==> config.mk <==
export PLATFORM = sky130hd
export DESIGN_NAME = derotator
export DESIGN_NICKNAME = d
export VERILOG_FILES = /design/src/hw/rotatorCfgPkg.sv /design/src/hw/sampleTypesPkg.sv /design/src/hw/sampleIn.sv /design/src/hw/phaseTracker.sv /design/src/hw/phaseRotator.sv /design/src/hw/sampleOut.sv /design/src/hw/derotator.sv
export SDC_FILE = /design/constraint.sdc
export NUM_CORES = 1
export LEC_CHECK = 0
export BUFFER_PORTS_ARGS = -buffer_cell sky130_fd_sc_hd__buf_2
export CAP_MARGIN = 20
export CELL_PAD_IN_SITES_DETAIL_PLACEMENT = 0
export CELL_PAD_IN_SITES_GLOBAL_PLACEMENT = 1
export CORE_ASPECT_RATIO = 1.2
export CORE_MARGIN = 1.5
export CORE_UTILIZATION = 56
export DETAILED_ROUTE_END_ITERATION = 6
export PLACE_DENSITY_LB_ADDON = 0.12
export SLEW_MARGIN = 30
export SYNTH_ARGS = -nofsm -noshare
export SYNTH_HDL_FRONTEND = slang
export SYNTH_SLANG_ARGS = --single-unit
==> constraint.sdc <==
create_clock -name clk -period 11.7 [get_ports clk]
set_input_delay 2.34 -clock clk [delete_from_list [all_inputs] [get_ports clk]]
set_output_delay 2.34 -clock clk [all_outputs]
set_load 0.05 [all_outputs]
==> src/hw/rotatorCfgPkg.sv <==
`default_nettype none

package rotatorCfgPkg;

   // ------------------------------
   // Sample and angle formats
   // ------------------------------

   // Width of each I and Q value
   localparam int sampleBits = 8;

   // 5-bit angle gives 32 steps per turn
   localparam int angleBits = 5;

   // Coefficients are signed with 6 fraction bits, so 64 stands for 1.0
   localparam int coefBits = 8;
   localparam int coefFrac = 6;

   // Full precision of one sample times one coefficient
   localparam int prodBits = sampleBits + coefBits;

   // Symmetric clamp limits, the most negative code is never produced
   localparam int satMax = 127;
   localparam int satMin = -127;

   // ------------------------------
   // Unit phasor tables
   // ------------------------------

   // Entry k is round(64 * cos(2*pi*k/32))
   localparam logic signed [coefBits-1:0] cosTable [0:(1 << angleBits) - 1] = '{
       64,  63,  59,  53,  45,  36,  24,  12,
        0, -12, -24, -36, -45, -53, -59, -63,
      -64, -63, -59, -53, -45, -36, -24, -12,
        0,  12,  24,  36,  45,  53,  59,  63
   };

   // Entry k is round(64 * sin(2*pi*k/32))
   localparam logic signed [coefBits-1:0] sinTable [0:(1 << angleBits) - 1] = '{
        0,  12,  24,  36,  45,  53,  59,  63,
       64,  63,  59,  53,  45,  36,  24,  12,
        0, -12, -24, -36, -45, -53, -59, -63,
      -64, -63, -59, -53, -45, -36, -24, -12
   };

   // ------------------------------
   // Pipeline and queue sizing
   // ------------------------------

   // Cycles from rotator input valid to rotator output valid
   localparam int rotLatency = 3;

   // Output queue entries, a power of two so the pointers wrap by themselves
   localparam int queueDepth = 4;
   localparam int queueIdxBits = $clog2(queueDepth);

   // Credit and fill counters must hold 0 up to queueDepth
   localparam int creditBits = $clog2(queueDepth + 1);

endpackage

`default_nettype wire

==> src/hw/sampleTypesPkg.sv <==
`default_nettype none

package sampleTypesPkg;

   // One signed I or Q value
   typedef logic signed [rotatorCfgPkg::sampleBits-1:0] iqValue_t;

   // Rotation angle, wraps modulo 32
   typedef logic [rotatorCfgPkg::angleBits-1:0] angle_t;

   // Signed phase increment carried with every sample
   typedef logic signed [rotatorCfgPkg::angleBits-1:0] phaseStep_t;

   // Word on the input handshake port
   typedef struct packed {
      iqValue_t   i;
      iqValue_t   q;
      phaseStep_t step;
      logic       resync;
   } inWord_t;

   typedef struct packed {
      iqValue_t i;
      iqValue_t q;
   } iqPair_t;

   // Tracker to rotator
   typedef struct packed {
      logic    valid;
      angle_t  angle;
      iqPair_t iq;
   } rotWord_t;

   // Rotator to output queue
   typedef struct packed {
      logic    valid;
      iqPair_t iq;
   } outWord_t;

endpackage

`default_nettype wire

==> src/hw/sampleIn.sv <==
`timescale 1ns/1ps
`default_nettype none

module sampleIn (
   input  wire logic                    clk,
   input  wire logic                    reset,
   input  wire logic                    inReq,
   input  wire sampleTypesPkg::inWord_t inData,
   input  wire logic                    creditAvail,
   output logic                         inAck,
   output sampleTypesPkg::inWord_t      inSample,
   output logic                         accept
);

   typedef enum logic {
      idle,
      acked
   } rxState_t;

   rxState_t state;

   // ------------------------------
   // Four-phase receiver
   // ------------------------------

   // A word is only taken when the output queue has room reserved for it
   always_ff @(posedge clk) begin
      if (reset) begin
         state  <= idle;
         accept <= 1'b0;
      end else begin
         accept <= 1'b0;
         case (state)
            idle: begin
               if (inReq && creditAvail) begin
                  accept <= 1'b1;
                  state  <= acked;
               end
            end
            acked: begin
               // Hold the acknowledge until the source drops its request
               if (!inReq)
                  state <= idle;
            end
            default: state <= idle;
         endcase
      end
   end

   // Capture register for the accepted word
   always_ff @(posedge clk) begin
      if (state == idle && inReq && creditAvail)
         inSample <= inData;
   end

   // Acknowledge is high for as long as the receiver sits in acked
   assign inAck = (state == acked);

endmodule

`default_nettype wire

==> src/hw/phaseTracker.sv <==
`timescale 1ns/1ps
`default_nettype none

module phaseTracker (
   input  wire logic                    clk,
   input  wire logic                    reset,
   input  wire sampleTypesPkg::inWord_t inSample,
   input  wire logic                    accept,
   output sampleTypesPkg::rotWord_t     rotIn
);

   sampleTypesPkg::angle_t  angle;
   sampleTypesPkg::angle_t  nextAngle;
   sampleTypesPkg::iqPair_t iqReg;
   logic                    valid;

   // Resync loads the step as an absolute angle, otherwise the steps accumulate
   // and the 5-bit sum wraps modulo one turn
   assign nextAngle = inSample.resync ? sampleTypesPkg::angle_t'(inSample.step)
                                      : angle + sampleTypesPkg::angle_t'(inSample.step);

   always_ff @(posedge clk) begin
      if (reset) begin
         angle <= '0;
         valid <= 1'b0;
      end else begin
         valid <= accept;
         if (accept)
            angle <= nextAngle;
      end
   end

   always_ff @(posedge clk) begin
      if (accept)
         iqReg <= '{i: inSample.i, q: inSample.q};
   end

   assign rotIn = '{valid: valid, angle: angle, iq: iqReg};

endmodule

`default_nettype wire

==> src/hw/phaseRotator.sv <==
`timescale 1ns/1ps
`default_nettype none

module phaseRotator (
   input  wire logic                     clk,
   input  wire logic                     reset,
   input  wire sampleTypesPkg::rotWord_t rotIn,
   output sampleTypesPkg::outWord_t      rotOut
);

   typedef logic signed [rotatorCfgPkg::coefBits-1:0] coef_t;
   typedef logic signed [rotatorCfgPkg::prodBits-1:0] product_t;
   typedef logic signed [rotatorCfgPkg::prodBits:0]   sum_t;

   // Valid bit shifts alongside the three data stages
   logic [rotatorCfgPkg::rotLatency-1:0] validPipe;

   coef_t                    cosReg;
   coef_t                    sinReg;
   sampleTypesPkg::iqValue_t iReg;
   sampleTypesPkg::iqValue_t qReg;

   product_t ixCos;
   product_t qxSin;
   product_t ixSin;
   product_t qxCos;

   sum_t iSum;
   sum_t qSum;

   sampleTypesPkg::iqValue_t iOut;
   sampleTypesPkg::iqValue_t qOut;

   // Drop the coefficient fraction bits, then clamp to the symmetric range
   function automatic sampleTypesPkg::iqValue_t saturate(input sum_t value);
      sum_t scaled;
      scaled = value >>> rotatorCfgPkg::coefFrac;
      if (scaled > sum_t'(rotatorCfgPkg::satMax))
         return sampleTypesPkg::iqValue_t'(rotatorCfgPkg::satMax);
      else if (scaled < sum_t'(rotatorCfgPkg::satMin))
         return sampleTypesPkg::iqValue_t'(rotatorCfgPkg::satMin);
      else
         return sampleTypesPkg::iqValue_t'(scaled);
   endfunction

   always_ff @(posedge clk) begin
      if (reset)
         validPipe <= '0;
      else
         validPipe <= {validPipe[rotatorCfgPkg::rotLatency-2:0], rotIn.valid};
   end

   // ------------------------------
   // Stage 1, phasor lookup
   // ------------------------------

   always_ff @(posedge clk) begin
      cosReg <= rotatorCfgPkg::cosTable[rotIn.angle];
      sinReg <= rotatorCfgPkg::sinTable[rotIn.angle];
      iReg   <= rotIn.iq.i;
      qReg   <= rotIn.iq.q;
   end

   // ------------------------------
   // Stage 2, four products
   // ------------------------------

   always_ff @(posedge clk) begin
      ixCos <= product_t'(iReg) * product_t'(cosReg);
      qxSin <= product_t'(qReg) * product_t'(sinReg);
      ixSin <= product_t'(iReg) * product_t'(sinReg);
      qxCos <= product_t'(qReg) * product_t'(cosReg);
   end

   // ------------------------------
   // Stage 3, sums and rescale
   // ------------------------------

   // One guard bit keeps the sum of two full products exact
   assign iSum = sum_t'(ixCos) - sum_t'(qxSin);
   assign qSum = sum_t'(ixSin) + sum_t'(qxCos);

   always_ff @(posedge clk) begin
      iOut <= saturate(iSum);
      qOut <= saturate(qSum);
   end

   assign rotOut = '{
      valid: validPipe[rotatorCfgPkg::rotLatency-1],
      iq:    '{i: iOut, q: qOut}
   };

endmodule

`default_nettype wire

==> src/hw/sampleOut.sv <==
`timescale 1ns/1ps
`default_nettype none

module sampleOut (
   input  wire logic                     clk,
   input  wire logic                     reset,
   input  wire sampleTypesPkg::outWord_t rotOut,
   input  wire logic                     accept,
   input  wire logic                     outAck,
   output logic                          creditAvail,
   output logic                          outReq,
   output sampleTypesPkg::iqPair_t       outData
);

   typedef logic [rotatorCfgPkg::queueIdxBits-1:0] queueIdx_t;
   typedef logic [rotatorCfgPkg::creditBits-1:0]   count_t;

   typedef enum logic {
      idle,
      waitAckLow
   } txState_t;

   sampleTypesPkg::iqPair_t queue [rotatorCfgPkg::queueDepth];

   queueIdx_t wrPtr;
   queueIdx_t rdPtr;
   count_t    fill;
   count_t    credits;
   txState_t  state;
   logic      push;
   logic      pop;

   assign push = rotOut.valid;

   // The word leaves the queue when the sink acknowledges it
   assign pop = (state == idle) && outReq && outAck;

   // ------------------------------
   // Circular queue
   // ------------------------------

   always_ff @(posedge clk) begin
      if (push)
         queue[wrPtr] <= rotOut.iq;
   end

   always_ff @(posedge clk) begin
      if (reset) begin
         wrPtr <= '0;
         rdPtr <= '0;
         fill  <= '0;
      end else begin
         if (push)
            wrPtr <= wrPtr + 1'b1;
         if (pop)
            rdPtr <= rdPtr + 1'b1;
         case ({push, pop})
            2'b10:   fill <= fill + 1'b1;
            2'b01:   fill <= fill - 1'b1;
            default: fill <= fill;
         endcase
      end
   end

   // Head entry stays put until the pop, so the data is stable under outReq
   assign outData = queue[rdPtr];

   // ------------------------------
   // Credit counter
   // ------------------------------

   // A credit is spent when a word is accepted at the input, which reserves
   // its queue slot for the whole trip through the pipeline
   always_ff @(posedge clk) begin
      if (reset) begin
         credits <= count_t'(rotatorCfgPkg::queueDepth);
      end else begin
         case ({accept, pop})
            2'b10:   credits <= credits - 1'b1;
            2'b01:   credits <= credits + 1'b1;
            default: credits <= credits;
         endcase
      end
   end

   assign creditAvail = (credits != '0);

   // ------------------------------
   // Four-phase sender
   // ------------------------------

   always_ff @(posedge clk) begin
      if (reset) begin
         state  <= idle;
         outReq <= 1'b0;
      end else begin
         case (state)
            idle: begin
               if (outReq && outAck) begin
                  outReq <= 1'b0;
                  state  <= waitAckLow;
               end else if (!outReq && (fill != '0 || push)) begin
                  // A word arriving at an empty queue is offered one cycle later
                  outReq <= 1'b1;
               end
            end
            waitAckLow: begin
               if (!outAck)
                  state <= idle;
            end
            default: state <= idle;
         endcase
      end
   end

endmodule

`default_nettype wire

==> src/hw/derotator.sv <==
`timescale 1ns/1ps
`default_nettype none

module derotator (
   input  wire logic                    clk,
   input  wire logic                    reset,
   input  wire logic                    inReq,
   input  wire sampleTypesPkg::inWord_t inData,
   output logic                         inAck,
   output logic                         outReq,
   output sampleTypesPkg::iqPair_t      outData,
   input  wire logic                    outAck
);

   sampleTypesPkg::inWord_t  inSample;
   sampleTypesPkg::rotWord_t rotIn;
   sampleTypesPkg::outWord_t rotOut;
   logic                     accept;
   logic                     creditAvail;

   // Input side
   sampleIn inPort (
      .clk         (clk),
      .reset       (reset),
      .inReq       (inReq),
      .inData      (inData),
      .creditAvail (creditAvail),
      .inAck       (inAck),
      .inSample    (inSample),
      .accept      (accept)
   );

   // Processing part
   phaseTracker tracker (
      .clk      (clk),
      .reset    (reset),
      .inSample (inSample),
      .accept   (accept),
      .rotIn    (rotIn)
   );

   phaseRotator rotator (
      .clk    (clk),
      .reset  (reset),
      .rotIn  (rotIn),
      .rotOut (rotOut)
   );

   // Output side, which also returns the credits to the input side
   sampleOut outPort (
      .clk         (clk),
      .reset       (reset),
      .rotOut      (rotOut),
      .accept      (accept),
      .outAck      (outAck),
      .creditAvail (creditAvail),
      .outReq      (outReq),
      .outData     (outData)
   );

endmodule

`default_nettype wire

Yosys cells after proc, flatten, opt, wreduce, memory -nomap -nowiden. Memories as Yosys holds them, arrays and structs flattened. A register that Yosys moved wholly into a read port is not among the register bits. Index checks and enable logic that the tools add are counted.

Add/sub/neg operators: 9. $mul: 4. Magnitude comparators: 4. Equal/unequal tests: 4. Multiplexer cells: 17. Bitwise gates (word level): 3. Reductions and logical operators: 18.

Operators by type and width (number): multiplier 8 x 8 -> 16 bit (4); > comparator 11 x 8 -> 1 bit, second input constant (2); less-than comparator 11 x 8 -> 1 bit, second input constant (2); adder 16 x 16 -> 17 bit (1); subtractor 16 x 16 -> 17 bit (1); two-way mux 8 bit (2); case mux 3 bit (2 select lines) (2); two-way mux 1 bit (8); logical AND 1 bit (7); adder 3 x 1 -> 3 bit, second input constant (2); inverter 5 -> 6 bit (1); nonzero test 2 bit (3); nonzero test 3 bit (2); OR reduction 2 bit (3); subtractor 3 x 1 -> 3 bit, second input constant (2); adder 5 bit (1); two-way mux 5 bit (1); adder 2 x 1 -> 2 bit, second input constant (2); == test 2 x 1 -> 1 bit, second input constant (2); == test 2 bit, second input constant (2); two-way mux 2 bit (2); case mux 1 bit (2 select lines) (2); inverter 1 bit (2); AND reduction 2 bit (1); other kinds (2) (2).

Register bits after elaboration: 157. RAM bits: 64. Memory bits (read-only): 512. Input port bits: 26. Output and inout port bits: 18. Word-level logic and storage cells: 89. Memories kept: 3.

Memories: (name not given) (depth 32, bits a word 8, rd ports 1, clocked after Yosys merged registers in 1, wr ports 0, line phaseRotator.sv:58) `cosReg <= rotatorCfgPkg::cosTable[rotIn.angle];`; (name not given) (depth 32, bits a word 8, rd ports 1, clocked after Yosys merged registers in 1, wr ports 0, line phaseRotator.sv:59) `sinReg <= rotatorCfgPkg::sinTable[rotIn.angle];`; outPort.queue (depth 4, bits a word 16, rd ports 1, clocked after Yosys merged registers in 1, wr ports 1, line sampleOut.sv:23) `sampleTypesPkg::iqPair_t queue [rotatorCfgPkg::queueDepth];`.

Logic depth before layout (Yosys ltp). Gate-level depths: netlist of run 1.

Depth in word-level cells: 5. Depth in mapped cells: 19. Mapped depth without buffers: 18.

By module. From an unflattened synthesis of run 1, not the netlist that was laid out.

Cells, all modules: 1850. Area total of the unflattened synthesis: 19283.5 µm².

By module, submodules not included: phaseRotator (times used 1, cells each 1585, area an instance 14542.7 µm², seq. area each 2302.2 µm²); sampleOut (times used 1, cells each 165, area an instance 3061.7 µm², seq. area each 2202.1 µm²); phaseTracker (times used 1, cells each 71, area an instance 949.7 µm², seq. area each 600.6 µm²); sampleIn (times used 1, cells each 29, area an instance 729.4 µm², seq. area each 700.7 µm²).

Worst setup path before layout of run 1. No wires, ideal clock.

Kind: input to register. Start point: input port inReq. End point: register inPort.inSample[0] (netlist name). Library setup time: 435 ps. Data arrival time: 4036 ps. Required time: 11265 ps. Path slack: 7229 ps. Stages on the path: 1. Path buffers: 0. Cells stage by stage: nor3b_1.

Longest elaborated chain between the ends: 2.

RTL lines: from (decl) (line derotator.sv:7) `input wire logic inReq,`; logical AND 1 bit (2 in a row) (line sampleIn.sv:52) `if (state == idle && inReq && creditAvail)`.

No other way between the ends. A chain may end at the register's enable or synchronous reset.

Worst setup path in the final report of run 1.
Start point: register rotator.cosReg[2]. End point: register rotator.qxCos[14].

Longest elaborated chain between the ends: 1.

RTL lines: from (decl) (line phaseRotator.sv:18) `coef_t cosReg;`; multiplier 8 x 8 -> 16 bit (line phaseRotator.sv:72) `qxCos <= product_t'(qReg) * product_t'(cosReg);`; to (signal assigned) (line phaseRotator.sv:72); to (decl) (line phaseRotator.sv:26) `product_t qxCos;`.

No other way between the ends.

==> run summary, run 1 <==
OUTCOME
--------------------------------------------------------------------------------
Run status ........................................................ finished clean

WORST SETUP PATH
--------------------------------------------------------------------------------
Worst setup endpoint .............................................. rotator.qxCos[14]
Category of the worst setup path launch point .....................         flop
Largest stage delay, worst path ...................................      0.80 ns
Cell with the largest stage delay on the worst path ............... sky130_fd_sc_hd__dfxtp_1
Startpoint of the worst register-to-register path ................. rotator.cosReg[2]
Startpoint of the most critical setup path ........................ rotator.cosReg[2]
Worst reg2reg path depth ..........................................           17
Instance count on the critical path ...............................           17
Max Fanout on Critical Path .......................................           16
Data required time at the worst endpoint ..........................     12.11 ns
Library cell appearing most often on the critical path ............ sky130_fd_sc_hd__fa_1
Setup slack of the most critical reg-to-reg path ..................      6.64 ns
Reg2reg end ....................................................... rotator.qxCos[14]
Capturing element type of the critical path .......................         flop
Data arrival time of the worst path ...............................      5.47 ns
List of cells traversed by the critical path ...................... nand2_1 > fa_1 > inv_1 > fa_1 > inv_1 > fa_1 > fa_1 > inv_1 > ha_1 > nor2b_1 > o21ai_0 > a21boi_0 > o21ai_0 > a21boi_0 > o21ai_0 > nand2_1 > o311ai_0
Crit Path Category ................................................   reg -> reg
Worst Path Buf+Inv ................................................            3
Family with the most delay on the worst path ......................  adder cells

CLOCK TREE
--------------------------------------------------------------------------------
Num Clock Sinks ...................................................          239
H-tree Lvls .......................................................            1
Clk buf depth .....................................................            3
Latest clock arrival within the worst-skew pair ...................      0.54 ns
Clock tree from TritonCTS .........................................        built
Count of instances resized after the clock tree is built ..........            0
Post-CTS Repair Setup Buffers .....................................            0
CTS buffer count ..................................................           25
Post-CTS Hold Fix Bufs ............................................            0
CTS Root Cell ..................................................... sky130_fd_sc_hd__clkbuf_16
Clock-pin transition on the worst setup and hold timing paths .....      0.07 ns

YOSYS
--------------------------------------------------------------------------------
Top area cells in the synthesized netlist ......................... sky130_fd_sc_hd__fa_1, sky130_fd_sc_hd__edfxtp_1, sky130_fd_sc_hd__dfxtp_1
Synth Instances ...................................................         1854
Sequential element share of the synthesized area ..................       0.3045
Post-synth top cells .............................................. sky130_fd_sc_hd__inv_1, sky130_fd_sc_hd__fa_1, sky130_fd_sc_hd__and2_1
Count of flip-flops with a built-in enable after synthesis ........          102
Number of different library cells in the post-synthesis netlist ...           60
Total of flip-flops plus latches after synthesis ..................          239
Share of synthesized flip-flops with an asynchronous set or reset .            0
Net count after synthesis .........................................         2263
Cell with the most instances after synthesis ...................... sky130_fd_sc_hd__inv_1
Top cell type's share of synthesized area .........................       0.2342
Synthesized cell area ............................................. 0.01906 sq mm
Dominant cell type by area after synthesis ........................ sky130_fd_sc_hd__fa_1
Per-instance average area after synthesis .........................  10.28 sq um
Ys Warns ..........................................................            0
Main flop type after synthesis .................................... sky130_fd_sc_hd__dfxtp_1

DIE
--------------------------------------------------------------------------------
Effective utilization at floorplan ................................       0.5719
Floorplan die area ................................................ 0.03516 sq mm
Floorplan die height ..............................................     205.1 um
Total core area ................................................... 0.03334 sq mm
Floorplan die width ...............................................     171.4 um
Cell Rows .........................................................           73
IO Count ..........................................................           44

GRT
--------------------------------------------------------------------------------
Largest net degree at the start of global routing .................           38
Wire length of the first global-routing pass ......................     61150 um
Via count of the first global-routing pass ........................        12590
Number of antenna violations at the first check in global routing .            0
Total routing resource utilization after global routing ...........       0.2213
Overflow left after global routing ................................            0

TIMING
--------------------------------------------------------------------------------
Final worst clock skew ............................................   0.02703 ns
Worst Max-Slew Pin Slew ...........................................    0.8369 ns
Final hold vios ...................................................            0
Worst slew margin .................................................       0.4413
Final Setup Violations ............................................            0
Setup TNS after final layout ......................................         0 ns
Number of pins exceeding their max-slew limit in the final report .            0
Setup repair after global routing missed its margin ...............           no
Worst slack on hold paths .........................................    0.3361 ns
Final worst path period share .....................................       0.4322
Min Clock Period, post-route ......................................     5.057 ns
Highest clock rate ................................................    197.8 MHz

POWER
--------------------------------------------------------------------------------
Power per standard cell area ...................................... 247.8 mW/mm^2
Leakage power .....................................................     9.323 nW
VDD IR-drop max ...................................................  0.0001475 V

ROUTE
--------------------------------------------------------------------------------
Per-cell routed wire length .......................................     15.41 um
Final ANT Viol Nets ...............................................            0
Detailed Routing Iterations Pass 1 ................................            7
DRC violation count after routing .................................            0
Via density per instance ..........................................        5.166
Initial detailed-routing violation count ..........................          522
Drt total wl ......................................................     36020 um
Total number of vias ..............................................        12070

CELLS AND AREA
--------------------------------------------------------------------------------
Fraction of final layout cells with drive strength greater than 1 .      0.06465
Post-route cell area .............................................. 0.02046 sq mm
Post-layout instance count excluding filler cells .................         2337
Utilization of the core after routing .............................       0.6138
Count of antenna diodes in the layout .............................            0
Area growth from synthesis to layout ..............................       7.344%
Net count reported at finish ......................................         2278

WORST HOLD PATH
--------------------------------------------------------------------------------
Hold Crit Class ...................................................   reg -> reg
Worst hold path startpoint ........................................ tracker.rotIn[15]

FLOW RUN
--------------------------------------------------------------------------------
Maximum capacitance violations ....................................            0

PLACED DESIGN
--------------------------------------------------------------------------------
Number of I/O port buffers ........................................           43
DP HPWL ...........................................................     28500 um
Placement Cell Area ............................................... 0.01965 sq mm
Number of instances in the placed design ..........................         2292
Gpl congestion ....................................................       0.7948

-- final cells by class --
| type | count | area (sq um) |
|---|---|---|
| clock buffers | 30 | 664.4 |
| clock inverters | 15 | 153.9 |
| fillers | 2789 | 12870 |
| inverters | 374 | 1404 |
| multi-input cells | 1183 | 11630 |
| flip-flops and latches | 239 | 5808 |
| well taps | 450 | 563.0 |
| repair buffers | 46 | 237.7 |
-- how the worst min path moves through the flow --
stage / slack (ns) / cells after the start / end
final: 0.34 / 0 / rotator.iReg[7]
after global routing: 0.34 / 0 / rotator.qReg[5]
after CTS: 0.34 / 0 / rotator.iReg[7]
after detailed placement: 0.33 / 0 / rotator.iReg[7]
after global placement: 0.32 / 0 / rotator.iReg[6]
after floorplan: 0.32 / 0 / rotator.iReg[0]
-- report_power, final --
group,total [mW],internal (mW),switching (mW)
clock,0.788,0.453,0.335
combinational,3.04,1.33,1.71
sequential,1.24,1.09,0.151
total,5.07,2.88,2.19
-- cells in the final DEF, fill, tap and decap left out, drive strengths merged, types with 16 or more instances in the layout --
cell type and count:
edfxtp 102, buf 46, o21ai 51, nor2b 40, and2 171, a21oi 46, nand3 16, clkbuf 30
nor2 66, fa 223, dfxtp 137, nand2 114, mux4 17, inv 377, ha 160, xnor2 66
nor3 20, xor2 26, nand2b 21
-- cell families (layout without fill, tap and decap cells) --
| logic type | after synthesis | after routing | share of synthesized area |
|---|---|---|---|
| xor gates and xnor gates | 92 | 92 | 0.04227 |
| DFF | 239 | 239 | 0.3045 |
| and+or+nand+nor | 486 | 486 | 0.1349 |
| buffers and inverters | 432 | 465 | 0.08552 |
| AOI/OAI and AO/OA | 192 | 192 | 0.06635 |
| adders and majority gates | 384 | 384 | 0.3398 |
| muxes | 29 | 29 | 0.02665 |
-- through the flow --
stage / setup slack, ns / power, mW
2_1_floorplan: 7.229 / 3.636
3_3_place_gp: 6.814 / 4.247
3_5_place_dp: 6.723 / 4.314
4_1_cts: 6.691 / 5.126
5_1_grt: 6.253 / 5.629
6_report: 6.643 / 5.072
-- routing by layer --
metal	wire length, um	global-route usage	part of all wire	vias up
li1	-	-	-	5922
met1	15700	0.2776	0.44	5920
met2	18080	0.3939	0.50	181
met3	1229	0.02763	0.034	51
met4	1012	0.07112	0.028	0
met5	0	0	0	-
-- flip-flops by register name (all words and copies together), names as in the netlist, 16 cells and up, named ones only --
| name | cells |
|---|---|
| rotator.ixCos | 16 |
| outPort.queue | 64 |
| rotator.qxSin | 16 |
| tracker.rotIn | 16 |
| rotator.qxCos | 16 |
| rotator.ixSin | 16 |
| inPort.inSample | 22 |
-- worst register-to-register path, delay by kind of cell, from the launching register on --
family,cells,cell delay (ns)
adder cells (fa/ha/maj),5,2.04
AO/OA/AOI/OAI,6,1.40
AND/OR/NAND/NOR,3,0.47
flip-flops,1,0.80
buffers and inverters,3,0.20
(Power assumes the default switching activity.)
==> run 2: changes to the inputs <==
Settings changed: CORE_UTILIZATION 56 to 52.
Clock period 11.7 ns to 4.73 ns, I/O delays scaled along.
==> run summary, run 2 (synthesis gave the netlist of run 1 again) <==
TIMING
--------------------------------------------------------------------------------
Highest clock rate ................................................    222.0 MHz   +12%
Worst slew margin .................................................       0.4454   +0.004056
Setup repair after global routing missed its margin ...............           no
Final Setup Violations ............................................            0   unchanged
Final hold vios ...................................................            0   unchanged
Final worst path period share .....................................       0.9524   +0.5202
Number of pins exceeding their max-slew limit in the final report .            0   unchanged
Worst Max-Slew Pin Slew ...........................................    0.8319 ns   -0.004939 ns
Worst slack on hold paths .........................................    0.3222 ns   -0.01381 ns
Final worst clock skew ............................................   0.03581 ns   +0.008778 ns
Min Clock Period, post-route ......................................     4.505 ns   -0.5519 ns

CLOCK TREE
--------------------------------------------------------------------------------
Clock-pin transition on the worst setup and hold timing paths .....      0.07 ns   about the same
Post-CTS Repair Setup Buffers .....................................            0   unchanged
Post-CTS Hold Fix Bufs ............................................            0   unchanged
Latest clock arrival within the worst-skew pair ...................      0.56 ns   +0.02 ns
H-tree Lvls .......................................................            1   unchanged
Clock tree from TritonCTS .........................................        built
Num Clock Sinks ...................................................          239   unchanged
CTS buffer count ..................................................           24   -4.0%
CTS Root Cell ..................................................... sky130_fd_sc_hd__clkbuf_16
Clk buf depth .....................................................            3   unchanged

OUTCOME
--------------------------------------------------------------------------------
Run status ........................................................ finished clean

CELLS AND AREA
--------------------------------------------------------------------------------
Post-route cell area .............................................. 0.02103 sq mm   +2.8%
Most common cell after layout, fill and taps aside ................ sky130_fd_sc_hd__inv_1
Largest registers ................................................. outPort.queue x64, inPort.inSample x22
Largest register FFs ..............................................           64   unchanged
Highest-count cells in the layout ignoring fill and taps .......... sky130_fd_sc_hd__inv_1, sky130_fd_sc_hd__fa_1, sky130_fd_sc_hd__and2_1
Count of antenna diodes in the layout .............................            0   unchanged
Fill cell instance count of the final layout ......................         3056   +9.6%
Largest reg by FF count ........................................... outPort.queue
Net count reported at finish ......................................         2334   +2.5%
Fraction of final layout cells with drive strength greater than 1 .       0.1019   +0.03725
Area growth from synthesis to layout ..............................       10.30%

POWER
--------------------------------------------------------------------------------
Switching power as a share of total power .........................       0.4266   -0.006006
Power per standard cell area ...................................... 611.9 mW/mm^2   +150%
Switching power of the nets .......................................     5.490 mW   +150%
Sequential share of power .........................................        0.233   -0.012
Proportion of power drawn by the clock network ....................        0.161   +0.006
VDD IR-drop max ...................................................  0.0003811 V   +160%
Part of the total power dissipated in combinational logic .........        0.606   +0.007
Cell internal pwr .................................................     7.378 mW   +160%
Leakage power .....................................................     9.650 nW   +3.5%

PLACED DESIGN
--------------------------------------------------------------------------------
DP HPWL ...........................................................     30070 um   +5.5%
Number of I/O port buffers ........................................           43   unchanged
Placement Cell Area ............................................... 0.02013 sq mm   +2.5%
Gpl congestion ....................................................       0.8133   +2.3%

DIE
--------------------------------------------------------------------------------
Floorplan die height ..............................................     212.8 um   +3.7%
Cell Rows .........................................................           76   +4.1%
Effective utilization at floorplan ................................       0.5290   -0.04286
Total core area ................................................... 0.03604 sq mm   +8.1%
Floorplan die width ...............................................     177.8 um   +3.7%
Floorplan die area ................................................ 0.03782 sq mm   +7.6%
IO Count ..........................................................           44   unchanged

FLOW RUN
--------------------------------------------------------------------------------
Maximum capacitance violations ....................................            0   unchanged

ROUTE
--------------------------------------------------------------------------------
Drt total wl ......................................................     36630 um   +1.7%
Initial detailed-routing violation count ..........................          493   -5.6%
DRC violation count after routing .................................            0   unchanged
Via density per instance ..........................................        5.053   -2.2%
Detailed Routing Iterations Pass 1 ................................            5   -2
Final ANT Viol Nets ...............................................            0   unchanged
Total number of vias ..............................................        12180   +0.89%
Per-cell routed wire length .......................................     15.19 um   -1.4%

GRT
--------------------------------------------------------------------------------
Via count of the first global-routing pass ........................        12790   +1.6%
Wire length of the first global-routing pass ......................     61980 um   +1.4%
Overflow left after global routing ................................            0   unchanged
Number of antenna violations at the first check in global routing .            0   unchanged
Total routing resource utilization after global routing ...........       0.2072   -0.01408
Largest net degree at the start of global routing .................           38   unchanged

WORST HOLD PATH
--------------------------------------------------------------------------------
Hold Crit Class ...................................................   reg -> reg

WORST SETUP PATH
--------------------------------------------------------------------------------
Crit Path Category ................................................   reg -> reg
Max Fanout on Critical Path .......................................            8   -8
Capturing element type of the critical path .......................         flop
Category of the worst setup path launch point .....................         flop
Data required time at the worst endpoint ..........................      5.18 ns   -6.93 ns
Data arrival time of the worst path ...............................      4.95 ns   -0.52 ns

## run 2: worst max-delay path: stages (launching register included)
cell and delay (ns):
sky130_fd_sc_hd__dfxtp_1 0.40, sky130_fd_sc_hd__buf_12 0.18, sky130_fd_sc_hd__and2_1 0.15, sky130_fd_sc_hd__fa_1 0.53, sky130_fd_sc_hd__inv_1 0.05, sky130_fd_sc_hd__fa_1 0.47, sky130_fd_sc_hd__inv_1 0.06, sky130_fd_sc_hd__fa_1 0.53
sky130_fd_sc_hd__inv_1 0.05, sky130_fd_sc_hd__fa_1 0.52, sky130_fd_sc_hd__inv_1 0.04, sky130_fd_sc_hd__ha_1 0.28, sky130_fd_sc_hd__o21ai_0 0.10, sky130_fd_sc_hd__a21boi_1 0.19, sky130_fd_sc_hd__o21ai_0 0.12, sky130_fd_sc_hd__a21boi_1 0.19
sky130_fd_sc_hd__o21ai_0 0.12, sky130_fd_sc_hd__a211o_1 0.31, sky130_fd_sc_hd__o211ai_1 0.10
## run 2: layout make-up
| type | instances | area [sq um] | area share |
|---|---|---|---|
| multi-input combinational | 1183 | 11640 | 0.5534 |
| sequential | 239 | 5834 | 0.2775 |
| inverter | 374 | 1404 | 0.06676 |
| timing repair buffer | 103 | 703.2 | 0.03344 |
| clock buffer | 25 | 604.3 | 0.02874 |
| tap | 468 | 585.6 | 0.02785 |
| clock inverter | 19 | 260.3 | 0.01238 |
## run 2: per-layer routing
| layer | track usage | wire length [um] | up-vias |
|---|---|---|---|
| met3 | 0.02048 | 999 | 49 |
| met4 | 0.05708 | 882 | 0 |
| li1 | - | - | 6033 |
| met5 | 0 | 0 | - |
| met1 | 0.2626 | 16100 | 5943 |
| met2 | 0.3751 | 18640 | 157 |
## run 2: power groups by stage
stage	logic, mW	registers, mW	clock network, mW
final	7.80	3.00	2.07
after CTS	7.93	3.00	2.12
after floorplan	6.11	2.88	0
after detailed placement	7.86	3.04	0
after global placement	7.75	3.04	0
after global routing	9.03	3.05	2.19
## run 2: what timing repair did
action / in CTS / in global routing
pin swaps: 0 / 2
setup endpoints to repair: 4 / 12
resized for setup: 8 / 27
## run 2: path summary, 6_finish.rpt
kind / start / end / slack (ns) / depth (start not counted)
setup / recovery: rotator.iReg[3] / rotator.ixSin[14] / 0.23 / 18
hold / removal: tracker.rotIn[7] / rotator.qReg[7] / 0.32 / 0
setup reg to reg: rotator.iReg[3] / rotator.ixSin[14] / 0.23 / 18
hold reg to reg: tracker.rotIn[7] / rotator.qReg[7] / 0.32 / 0
## run 2: metrics by stage
stage | setup WS [ns] | TNS, ns | cells | util | power [mW]
floorplan | 0.3483 | 0 | 1854 | - | 8.995
global placement | 0.04780 | 0 | 2367 | 0.5586 | 10.78
detailed placement | -0.07912 | -0.07912 | 2367 | 0.5587 | 10.90
CTS | 0.01623 | 0 | 2411 | 0.5829 | 13.05
global route | 0.0004001 | 0 | 2411 | 0.5835 | 14.27
finish | 0.2253 | 0 | 2411 | 0.5835 | 12.87
